==> src/hdl/ex_consts.svh <==
`ifndef EX_CONSTS_SVH
`define EX_CONSTS_SVH

// datapath
`define XLEN        32
`define REG_ADDR_W  5

// page translation fields
`define VPPN_W      19  // va[31:13], one entry maps an even/odd page pair
`define PPN_W       20
`define ASID_W      10
`define PAGE_OFS_W  12  // 4 KiB pages

// privilege and memory type
`define PLV_W       2   // 0 is the most privileged level
`define MAT_W       2

// direct mapping windows
`define SEG_W       3
`define SEG_LSB     29  // window segment is va[31:29]

`endif

==> src/hdl/pipe_pkg.sv <==
`include "ex_consts.svh"

package pipe_pkg;

    // memory operation carried down the pipe
    typedef enum logic [3:0] {
        MEM_NONE = 4'd0,
        LD_B     = 4'd1,
        LD_BU    = 4'd2,
        LD_H     = 4'd3,
        LD_HU    = 4'd4,
        LD_W     = 4'd5,
        ST_B     = 4'd6,
        ST_H     = 4'd7,
        ST_W     = 4'd8
    } mem_op_e;

    // decode -> execute
    typedef struct packed {
        logic [`XLEN-1:0]       pc;
        logic [`XLEN-1:0]       rj_value;
        logic [`XLEN-1:0]       rkd_value;  // store data for st.*
        logic [`XLEN-1:0]       imm;
        logic [`REG_ADDR_W-1:0] dest;
        logic                   gr_we;
        mem_op_e                mem_op;
        logic                   prior_exc;  // fault raised by fetch or decode
    } ds_to_es_t;

    // exceptions found by the memory access in execute
    typedef struct packed {
        logic ale;
        logic tlb_refill;
        logic load_invalid;
        logic store_invalid;
        logic plv_invalid;
        logic store_dirty;
    } mem_exc_t;

    // execute -> memory
    typedef struct packed {
        logic [`XLEN-1:0]       pc;
        logic [`REG_ADDR_W-1:0] dest;
        logic                   gr_we;
        mem_op_e                mem_op;
        logic [`XLEN-1:0]       vaddr;      // kept for badv on a fault
        mem_exc_t               exc;
        logic                   prior_exc;
    } es_to_ms_t;

    function automatic logic is_load(mem_op_e op);
        return op inside {LD_B, LD_BU, LD_H, LD_HU, LD_W};
    endfunction

    function automatic logic is_store(mem_op_e op);
        return op inside {ST_B, ST_H, ST_W};
    endfunction

endpackage

==> src/hdl/mmu_pkg.sv <==
`include "ex_consts.svh"

package mmu_pkg;

    // current mode register, translation part only
    //   da=1 pg=0  direct
    //   da=0 pg=1  mapped
    typedef struct packed {
        logic              da;
        logic              pg;
        logic [`PLV_W-1:0] plv;
        logic [`MAT_W-1:0] datm;  // access type for data accesses
    } crmd_t;

    // one direct mapping window
    typedef struct packed {
        logic              plv0;  // usable at level 0
        logic              plv3;  // usable at level 3
        logic [`MAT_W-1:0] mat;
        logic [`SEG_W-1:0] pseg;  // physical segment
        logic [`SEG_W-1:0] vseg;  // virtual segment to match
    } dmw_t;

    // lookup port towards the tlb
    typedef struct packed {
        logic [`VPPN_W-1:0] vppn;
        logic               va_bit12;  // picks the odd or even page
        logic [`ASID_W-1:0] asid;
    } tlb_req_t;

    // lookup answer, same cycle
    typedef struct packed {
        logic               found;
        logic [`PPN_W-1:0]  ppn;
        logic [`PLV_W-1:0]  plv;
        logic               d;  // page dirty, write allowed
        logic               v;  // page valid
    } tlb_resp_t;

endpackage

==> src/hdl/ex_pipe_reg.sv <==
`timescale 1ns/1ps

module ex_pipe_reg (
    input  logic                 clk,
    input  logic                 reset,
    input  logic                 wb_ex,
    input  logic                 ds_to_es_valid,
    input  pipe_pkg::ds_to_es_t  ds_to_es_bus,
    input  logic                 ready_go,
    input  logic                 ms_allow_in,
    output logic                 es_valid,
    output logic                 es_allow_in,
    output logic                 es_to_ms_valid,
    output pipe_pkg::ds_to_es_t  es_inst
);

    // empty, or the current item leaves this cycle
    assign es_allow_in = !es_valid || (ready_go && ms_allow_in);

    // a flushed item must not reach memory stage
    assign es_to_ms_valid = es_valid && ready_go && !wb_ex;

    always_ff @(posedge clk) begin
        if (reset) begin
            es_valid <= 1'b0;
        end else if (wb_ex) begin
            es_valid <= 1'b0;  // flush wins over a new item
        end else if (es_allow_in) begin
            es_valid <= ds_to_es_valid;
        end
    end

    // payload only, valid bit qualifies it
    always_ff @(posedge clk) begin
        if (ds_to_es_valid && es_allow_in) begin
            es_inst <= ds_to_es_bus;
        end
    end

endmodule

==> src/hdl/addr_translate.sv <==
`timescale 1ns/1ps
`include "ex_consts.svh"

module addr_translate (
    input  pipe_pkg::ds_to_es_t  es_inst,
    input  mmu_pkg::crmd_t       csr_crmd,
    input  mmu_pkg::dmw_t        dmw0,
    input  mmu_pkg::dmw_t        dmw1,
    input  logic [`ASID_W-1:0]   tlb_asid,
    input  mmu_pkg::tlb_resp_t   tlb_resp,
    output logic [`XLEN-1:0]     vaddr,
    output logic [`XLEN-1:0]     paddr,
    output mmu_pkg::tlb_req_t    tlb_req,
    output pipe_pkg::mem_exc_t   page_exc
);
    import pipe_pkg::*;
    import mmu_pkg::*;

    logic direct_mode;
    logic mapped_mode;
    logic dmw0_hit;
    logic dmw1_hit;
    logic is_ld;
    logic is_st;
    logic page_walk;     // mapped access that falls through to the tlb
    logic page_ok;       // entry present and valid
    logic [`SEG_W-1:0] vseg;

    // window usable at this level, same access type, same segment
    function automatic logic dmw_hit(
        dmw_t              win,
        logic [`PLV_W-1:0] plv,
        logic [`MAT_W-1:0] datm,
        logic [`SEG_W-1:0] seg
    );
        logic plv_ok;
        plv_ok = (plv == 2'd0 && win.plv0) || (plv == 2'd3 && win.plv3);
        return plv_ok && (win.mat == datm) && (win.vseg == seg);
    endfunction

    assign vaddr = es_inst.rj_value + es_inst.imm;
    assign vseg  = vaddr[`XLEN-1:`SEG_LSB];

    assign direct_mode = csr_crmd.da & ~csr_crmd.pg;
    assign mapped_mode = ~csr_crmd.da & csr_crmd.pg;

    assign dmw0_hit = dmw_hit(dmw0, csr_crmd.plv, csr_crmd.datm, vseg);
    assign dmw1_hit = dmw_hit(dmw1, csr_crmd.plv, csr_crmd.datm, vseg);

    assign is_ld = is_load(es_inst.mem_op);
    assign is_st = is_store(es_inst.mem_op);

    assign page_walk = mapped_mode & ~dmw0_hit & ~dmw1_hit & (is_ld | is_st);
    assign page_ok   = tlb_resp.found & tlb_resp.v;

    // lookup is always driven, the tlb answers in the same cycle
    assign tlb_req.vppn     = vaddr[`XLEN-1:`PAGE_OFS_W+1];
    assign tlb_req.va_bit12 = vaddr[`PAGE_OFS_W];
    assign tlb_req.asid     = tlb_asid;

    always_comb begin
        if (direct_mode) begin
            paddr = vaddr;
        end else if (mapped_mode) begin
            if (dmw0_hit) begin  // window 0 has priority
                paddr = {dmw0.pseg, vaddr[`SEG_LSB-1:0]};
            end else if (dmw1_hit) begin
                paddr = {dmw1.pseg, vaddr[`SEG_LSB-1:0]};
            end else begin
                paddr = {tlb_resp.ppn, vaddr[`PAGE_OFS_W-1:0]};
            end
        end else begin
            paddr = '0;  // undefined mode combination
        end
    end

    always_comb begin
        page_exc               = '0;
        page_exc.tlb_refill    = page_walk & ~tlb_resp.found;
        page_exc.load_invalid  = page_walk & is_ld & tlb_resp.found & ~tlb_resp.v;
        page_exc.store_invalid = page_walk & is_st & tlb_resp.found & ~tlb_resp.v;
        // larger plv number means less privilege
        page_exc.plv_invalid   = page_walk & page_ok & (csr_crmd.plv > tlb_resp.plv);
        page_exc.store_dirty   = page_walk & is_st & page_ok & ~tlb_resp.d
                               & (csr_crmd.plv <= tlb_resp.plv);
    end

endmodule

==> src/hdl/mem_access_format.sv <==
`timescale 1ns/1ps
`include "ex_consts.svh"

module mem_access_format (
    input  pipe_pkg::ds_to_es_t  es_inst,
    input  logic [`XLEN-1:0]     vaddr,
    output logic                 data_sram_wr,
    output logic [1:0]           data_sram_size,
    output logic [3:0]           data_sram_wstrb,
    output logic [`XLEN-1:0]     data_sram_wdata,
    output logic                 ale
);
    import pipe_pkg::*;

    localparam logic [1:0] SIZE_BYTE = 2'd0;
    localparam logic [1:0] SIZE_HALF = 2'd1;
    localparam logic [1:0] SIZE_WORD = 2'd2;

    logic [1:0] byte_ofs;

    assign byte_ofs     = vaddr[1:0];
    assign data_sram_wr = is_store(es_inst.mem_op);

    always_comb begin
        data_sram_size  = SIZE_BYTE;
        data_sram_wstrb = 4'b0000;  // loads write nothing
        data_sram_wdata = '0;
        ale             = 1'b0;
        case (es_inst.mem_op)
            LD_B, LD_BU: begin
                data_sram_size = SIZE_BYTE;
            end
            LD_H, LD_HU: begin
                data_sram_size = SIZE_HALF;
                ale            = byte_ofs[0];
            end
            LD_W: begin
                data_sram_size = SIZE_WORD;
                ale            = |byte_ofs;
            end
            ST_B: begin
                data_sram_size  = SIZE_BYTE;
                data_sram_wstrb = 4'b0001 << byte_ofs;
                data_sram_wdata = {4{es_inst.rkd_value[7:0]}};
            end
            ST_H: begin
                data_sram_size  = SIZE_HALF;
                data_sram_wstrb = byte_ofs[1] ? 4'b1100 : 4'b0011;  // upper or lower half
                data_sram_wdata = {2{es_inst.rkd_value[15:0]}};
                ale             = byte_ofs[0];
            end
            ST_W: begin
                data_sram_size  = SIZE_WORD;
                data_sram_wstrb = 4'b1111;
                data_sram_wdata = es_inst.rkd_value;
                ale             = |byte_ofs;
            end
            default: begin
                // non-memory op, defaults hold
            end
        endcase
    end

endmodule

==> src/hdl/mem_req_ctrl.sv <==
`timescale 1ns/1ps
`include "ex_consts.svh"

module mem_req_ctrl (
    input  logic                 es_valid,
    input  pipe_pkg::ds_to_es_t  es_inst,
    input  logic [`XLEN-1:0]     vaddr,
    input  pipe_pkg::mem_exc_t   page_exc,
    input  logic                 ale,
    input  logic                 ms_has_int,
    input  logic                 ms_allow_in,
    input  logic                 data_sram_addr_ok,
    output logic                 data_sram_req,
    output logic                 ready_go,
    output pipe_pkg::es_to_ms_t  es_to_ms_bus
);
    import pipe_pkg::*;

    mem_exc_t exc;
    logic     is_mem;
    logic     own_exc;  // anything that stops this item from touching memory

    always_comb begin
        exc     = page_exc;
        exc.ale = ale;
    end

    assign is_mem  = is_load(es_inst.mem_op) | is_store(es_inst.mem_op);
    assign own_exc = (|exc) | es_inst.prior_exc;

    // request only while memory stage can take the item, so addr_ok and
    // allow-in line up on the accepting edge
    assign data_sram_req = es_valid & is_mem & ~own_exc & ~ms_has_int & ms_allow_in;

    // faulting and non-memory items finish at once
    assign ready_go = own_exc | ~is_mem | (data_sram_req & data_sram_addr_ok);

    always_comb begin
        es_to_ms_bus.pc        = es_inst.pc;
        es_to_ms_bus.dest      = es_inst.dest;
        es_to_ms_bus.gr_we     = es_inst.gr_we & ~own_exc;  // no writeback on a fault
        es_to_ms_bus.mem_op    = es_inst.mem_op;
        es_to_ms_bus.vaddr     = vaddr;
        es_to_ms_bus.exc       = exc;
        es_to_ms_bus.prior_exc = es_inst.prior_exc;
    end

endmodule

==> src/hdl/ex_mem_stage.sv <==
`timescale 1ns/1ps
`include "ex_consts.svh"

module ex_mem_stage (
    input  logic                 clk,
    input  logic                 reset,

    input  logic                 wb_ex,
    input  logic                 ms_has_int,

    input  logic                 ds_to_es_valid,
    input  pipe_pkg::ds_to_es_t  ds_to_es_bus,
    output logic                 es_allow_in,

    output logic                 es_to_ms_valid,
    output pipe_pkg::es_to_ms_t  es_to_ms_bus,
    input  logic                 ms_allow_in,

    input  mmu_pkg::crmd_t       csr_crmd,
    input  mmu_pkg::dmw_t        dmw0,
    input  mmu_pkg::dmw_t        dmw1,
    input  logic [`ASID_W-1:0]   tlb_asid,

    output mmu_pkg::tlb_req_t    tlb_req,
    input  mmu_pkg::tlb_resp_t   tlb_resp,

    output logic                 data_sram_req,
    output logic                 data_sram_wr,
    output logic [1:0]           data_sram_size,
    output logic [3:0]           data_sram_wstrb,
    output logic [`XLEN-1:0]     data_sram_addr,
    output logic [`XLEN-1:0]     data_sram_wdata,
    input  logic                 data_sram_addr_ok
);
    import pipe_pkg::*;

    logic             es_valid;
    logic             ready_go;
    ds_to_es_t        es_inst;
    logic [`XLEN-1:0] vaddr;
    mem_exc_t         page_exc;
    logic             ale;

    ex_pipe_reg ex_pipe_reg_inst (
        .clk            (clk),
        .reset          (reset),
        .wb_ex          (wb_ex),
        .ds_to_es_valid (ds_to_es_valid),
        .ds_to_es_bus   (ds_to_es_bus),
        .ready_go       (ready_go),
        .ms_allow_in    (ms_allow_in),
        .es_valid       (es_valid),
        .es_allow_in    (es_allow_in),
        .es_to_ms_valid (es_to_ms_valid),
        .es_inst        (es_inst)
    );

    addr_translate addr_translate_inst (
        .es_inst  (es_inst),
        .csr_crmd (csr_crmd),
        .dmw0     (dmw0),
        .dmw1     (dmw1),
        .tlb_asid (tlb_asid),
        .tlb_resp (tlb_resp),
        .vaddr    (vaddr),
        .paddr    (data_sram_addr),  // physical address goes straight to the port
        .tlb_req  (tlb_req),
        .page_exc (page_exc)
    );

    mem_access_format mem_access_format_inst (
        .es_inst         (es_inst),
        .vaddr           (vaddr),
        .data_sram_wr    (data_sram_wr),
        .data_sram_size  (data_sram_size),
        .data_sram_wstrb (data_sram_wstrb),
        .data_sram_wdata (data_sram_wdata),
        .ale             (ale)
    );

    mem_req_ctrl mem_req_ctrl_inst (
        .es_valid          (es_valid),
        .es_inst           (es_inst),
        .vaddr             (vaddr),
        .page_exc          (page_exc),
        .ale               (ale),
        .ms_has_int        (ms_has_int),
        .ms_allow_in       (ms_allow_in),
        .data_sram_addr_ok (data_sram_addr_ok),
        .data_sram_req     (data_sram_req),
        .ready_go          (ready_go),
        .es_to_ms_bus      (es_to_ms_bus)
    );

endmodule

==> config.mk <==
export PLATFORM = sky130hd
export DESIGN_NAME = ex_mem_stage
export DESIGN_NICKNAME = d
export VERILOG_FILES = /design/src/hdl/pipe_pkg.sv /design/src/hdl/mmu_pkg.sv /design/src/hdl/ex_pipe_reg.sv /design/src/hdl/addr_translate.sv /design/src/hdl/mem_access_format.sv /design/src/hdl/mem_req_ctrl.sv /design/src/hdl/ex_mem_stage.sv
export VERILOG_INCLUDE_DIRS = /design/src /design/src/hdl
export SDC_FILE = /design/constraint.sdc
export NUM_CORES = 1
export LEC_CHECK = 0
export BUFFER_PORTS_ARGS = -buffer_cell sky130_fd_sc_hd__buf_2
export CORE_UTILIZATION = 35
export DETAILED_ROUTE_END_ITERATION = 7
export GPL_ROUTABILITY_DRIVEN = 0
export HOLD_SLACK_MARGIN = 0.12
export PLACE_DENSITY_LB_ADDON = 0.25
export SKIP_LAST_GASP = 1
export SLEW_MARGIN = 20
export SYNTH_ARGS = -nofsm -noshare
export SYNTH_HDL_FRONTEND = slang
export SYNTH_SLANG_ARGS = --single-unit
==> constraint.sdc <==
create_clock -name clk -period 15.08 [get_ports clk]
set_input_delay 3.016 -clock clk [delete_from_list [all_inputs] [get_ports clk]]
set_output_delay 3.016 -clock clk [all_outputs]
set_load 0.01 [all_outputs]
==> metrics.csv <==
stage,metric,value,unit
detailed_routing,routed via count,6482,
die,DIE WIDTH,154.7,um
logic_synthesis,Post-Syn Area,8158,sq um
pwr,switching share of power,32.33,%
clock_network,Root Driver,clkbuf_16,
clock_network,total setup buffers inserted after CTS,0,
clock_network,clk buf depth,2,
timing,"Slew Viols, Final",0,
global_route,GRT Overall Usage,19.91,%
timing,post-route worst setup slack,7.051,ns
placement,Port Buffer Count,371,
logic_synthesis,Synth Instances,700,
worst_setup_path,Setup crit start kind,input pin,
clock_network,CTS Buf Count,17,
logic_synthesis,Main synth FF type,edfxtp_1,
logic_synthesis,Synth Warn #,0,
die,I/O pins,392,
worst_setup_path,reg-to-reg startpoint,ex_pipe_reg_inst.es_inst[11],
pwr,VDD IR max,0.07403,mV
clock_network,CTS Sinks,140,
timing,Slew HR,35.19,%
clock_network,clock latency on the worst-skew pair,0.43,ns
clock_network,CTS tree,built,
logic_synthesis,Post-Syn Nets,941,
timing,RSZ-0062 raised after global routing,no,
worst_setup_path,Critical Path Max Stage Delay,0.49,ns
global_route,initial antenna violation count,3,
timing,fmax,124.5,MHz
detailed_routing,post-DR wirelength/cell,18.13,um
global_route,met2 usage,35.94,%
global_route,met3 usage,5.604,%
pwr,Psw,0.0003816,W
logic_synthesis,number of synthesized flops with an enable pin,139,
detailed_routing,vias per cell,4.874,
logic_synthesis,post-synth top area cell,edfxtp_1,
run_status,outcome,"finished, final reports clean",
worst_hold_path,HP Class,reg -> reg,
timing,Tmin final,8.029,ns
cells_and_area,"most common cell after layout, fill and taps aside",buf_2,
logic_synthesis,synth top area cells,"edfxtp_1 51%, buf_4 6.7%, ha_1 5.1%",
logic_synthesis,sequential share of the synthesized area,51.41,%
global_route,largest net degree at the start of global routing,90,
pwr,power density over the cells,113.3,nW/um^2
worst_hold_path,Worst Hold Depth,3,
cells_and_area,Layout Utilization,45.74,%
worst_setup_path,worst path required time,12.06,ns
detailed_routing,DRT antenna net count,0,
worst_setup_path,CP max-delay cell,a211oi_1,
logic_synthesis,Seq cells post-synth,140,
detailed_routing,Routed WL,24120,um
worst_hold_path,worst hold start,ex_pipe_reg_inst.es_valid,
die,Die ar.,23920,sq um
global_route,grt ovf,0,
clock_network,CTS resizes,0,
detailed_routing,Initial DRC Count,352,
clock_network,"Clk pin slew, worst setup/hold paths",0.07,ns
logic_synthesis,Mapped Avg Cell Area,11.65,sq um
die,initial core utilization,35.81,%
flow_run,MaxCap Viol Count,0,
global_route,global-route wire length before repair,35470,um
pwr,Comb power frac,23.9,%
logic_synthesis,Synth top area share,51.17,%
worst_setup_path,CP Capture Type,output pin,
worst_setup_path,worst r2r dst,ex_pipe_reg_inst.es_inst[66],
placement,HPWL Detailed,18910,um
worst_setup_path,CP bufs+invs,2,
cells_and_area,# nets final,1244,
timing,Setup TNS Final,0,ns
worst_setup_path,Reg2Reg Setup Slack,9.96,ns
clock_network,H-tree Lvls,4,
timing,Hold Fails Final Rpt,0,
pwr,clock power share,36.6,%
worst_setup_path,crit-path cells,buf_2 > xor2_1 > or3_1 > a211oi_1 > a2bb2oi_2 > o21ai_0 > a22o_1 > buf_2,
die,Die Height,154.7,um
worst_hold_path,Hold EP,ex_pipe_reg_inst.es_valid,
detailed_routing,DRC viols,0,
worst_setup_path,"Max FO, Critical Path",4,
cells_and_area,most frequent cells in the layout,"371 x buf_2, 139 x edfxtp_1, 58 x nand2_1",
global_route,vias in the first global route,6322,
cells_and_area,area delta synth->final,27.71,%
pwr,Pleak,4.548,nW
pwr,Power Internal,0.0007987,W
worst_setup_path,Crit path max-delay family,compound AO/OA/AOI/OAI gates,
clock_network,Post-CTS Hold Buffers,0,
die,row cnt,55,
cells_and_area,fill count,2184,
worst_setup_path,"most used cell, CP",buf_2,
cells_and_area,register area,4194,sq um
worst_setup_path,cell count of the worst reg-to-reg path,14,
global_route,global route hottest layer,met2,
timing,Final Cycle Share,53.24,%
pwr,Seq pwr share,39.5,%
worst_setup_path,critical path type,in -> out,
global_route,met1 usage,22.67,%
timing,Worst-Margin Slew,0.9677,ns
logic_synthesis,number of distinct library cells after synthesis,75,
die,CORE AREA,22780,sq um
cells_and_area,footprint of the multi-input gates,3262,sq um
placement,pre-CTS WS,7.009,ns
worst_setup_path,CP arrival,5.01,ns
worst_setup_path,critical path depth,8,
detailed_routing,first-pass iteration count of the detailed router,4,
timing,Clock Skew,0.02289,ns
logic_synthesis,asr flop ratio synth,0,%
cells_and_area,share of layout cells above drive strength 1,43.90,%
timing,Setup-failing EPs final,0,
worst max-delay path by stage:
stage	from	to	slack [ns]
after detailed placement	dmw1[1]	data_sram_addr[20]	7.01
after global placement	dmw1[1]	data_sram_addr[20]	7.02
after floorplan	dmw0[1]	ex_pipe_reg_inst.es_inst[0]	7.26
after global routing	csr_crmd[3]	es_allow_in	6.79
final	dmw1[1]	data_sram_addr[20]	7.05
after CTS	dmw1[1]	data_sram_addr[20]	7.00
routing by layer:
layer  routed length (um)  vias up
met2                12350      276
met4                  434        2
met1                 9537     3029
met3                 1779       30
li1                     -     3145
met5                   13        -
flip-flops by register name, summed over array words and instances, names as in the netlist:
signal,count
ex_pipe_reg_inst.es_inst,139
ex_pipe_reg_inst.es_valid,1
worst reg2reg max path, cell delays in order (launching register included):
cell	delay (ns)
edfxtp_1	0.37
ha_1	0.25
fa_1	0.44
a211oi_1	0.28
o21a_1	0.28
nor3_4	0.10
o21a_1	0.23
o211ai_1	0.30
a21oi_1	0.13
o211ai_2	0.32
o22ai_2	0.10
buf_4	0.26
nor3_2	0.23
o311a_4	0.68
buf_6	0.69
layout make-up:
class,count,area share (%)
Sequential cell,140,40.25
Multi-Input combinational cell,451,31.31
Timing Repair Buffer,376,18.22
Clock buffer,17,4.083
Tap cell,313,3.759
Clock inverter,15,1.741
Inverter,17,0.6125
Antenna cell,1,0.02402
through the flow:
step	hold WS (ns)	cell area (sq um)	power (W)	cells
3_5_place_dp	0.6231	9806	0.0007587	1297
3_3_place_gp	0.6279	9806	0.0007562	1297
4_1_cts	0.6331	10410	0.001195	1329
2_1_floorplan	0.5914	8158	0.0006679	700
5_1_grt	0.6701	10420	0.001236	1329
6_report	0.6337	10420	0.001180	1330
cells by family (layout without fill, tap and decap cells):
kind of cell	Yosys count	count (layout)	synth area share [%]
AO/OA/AOI/OAI	183	183	16.47
AND/OR/NAND/NOR	176	176	11.04
flip-flops	140	140	51.41
buffers and inverters	109	425	8.773
XOR/XNOR	37	37	4.417
adder cells (fa/ha/maj)	34	34	5.307
multiplexers	21	21	2.577
other	0	1	0
power groups by stage:
stage	Sequential (W)	Clock [W]	Combinational [W]
floorplan	0.000474	0	0.000194
global placement	0.000475	0	0.000281
detailed placement	0.000476	0	0.000283
CTS	0.000467	0.000444	0.000284
global route	0.000469	0.000458	0.000309
finish	0.000467	0.000432	0.000282
synth_stat cells, types with 11 or more instances:
cell type  number
o21ai_0        42
nor2_1         35
ha_1           33
edfxtp_1      139
nand3_1        16
buf_4          73
nand2_1        58
a21o_1         11
mux2i_1        21
nor2b_1        14
xnor2_1        24
inv_1          17
o21ai_1        11
and2_1         12
a22o_1         18
a21oi_1        33
(Power assumes the default switching activity.)
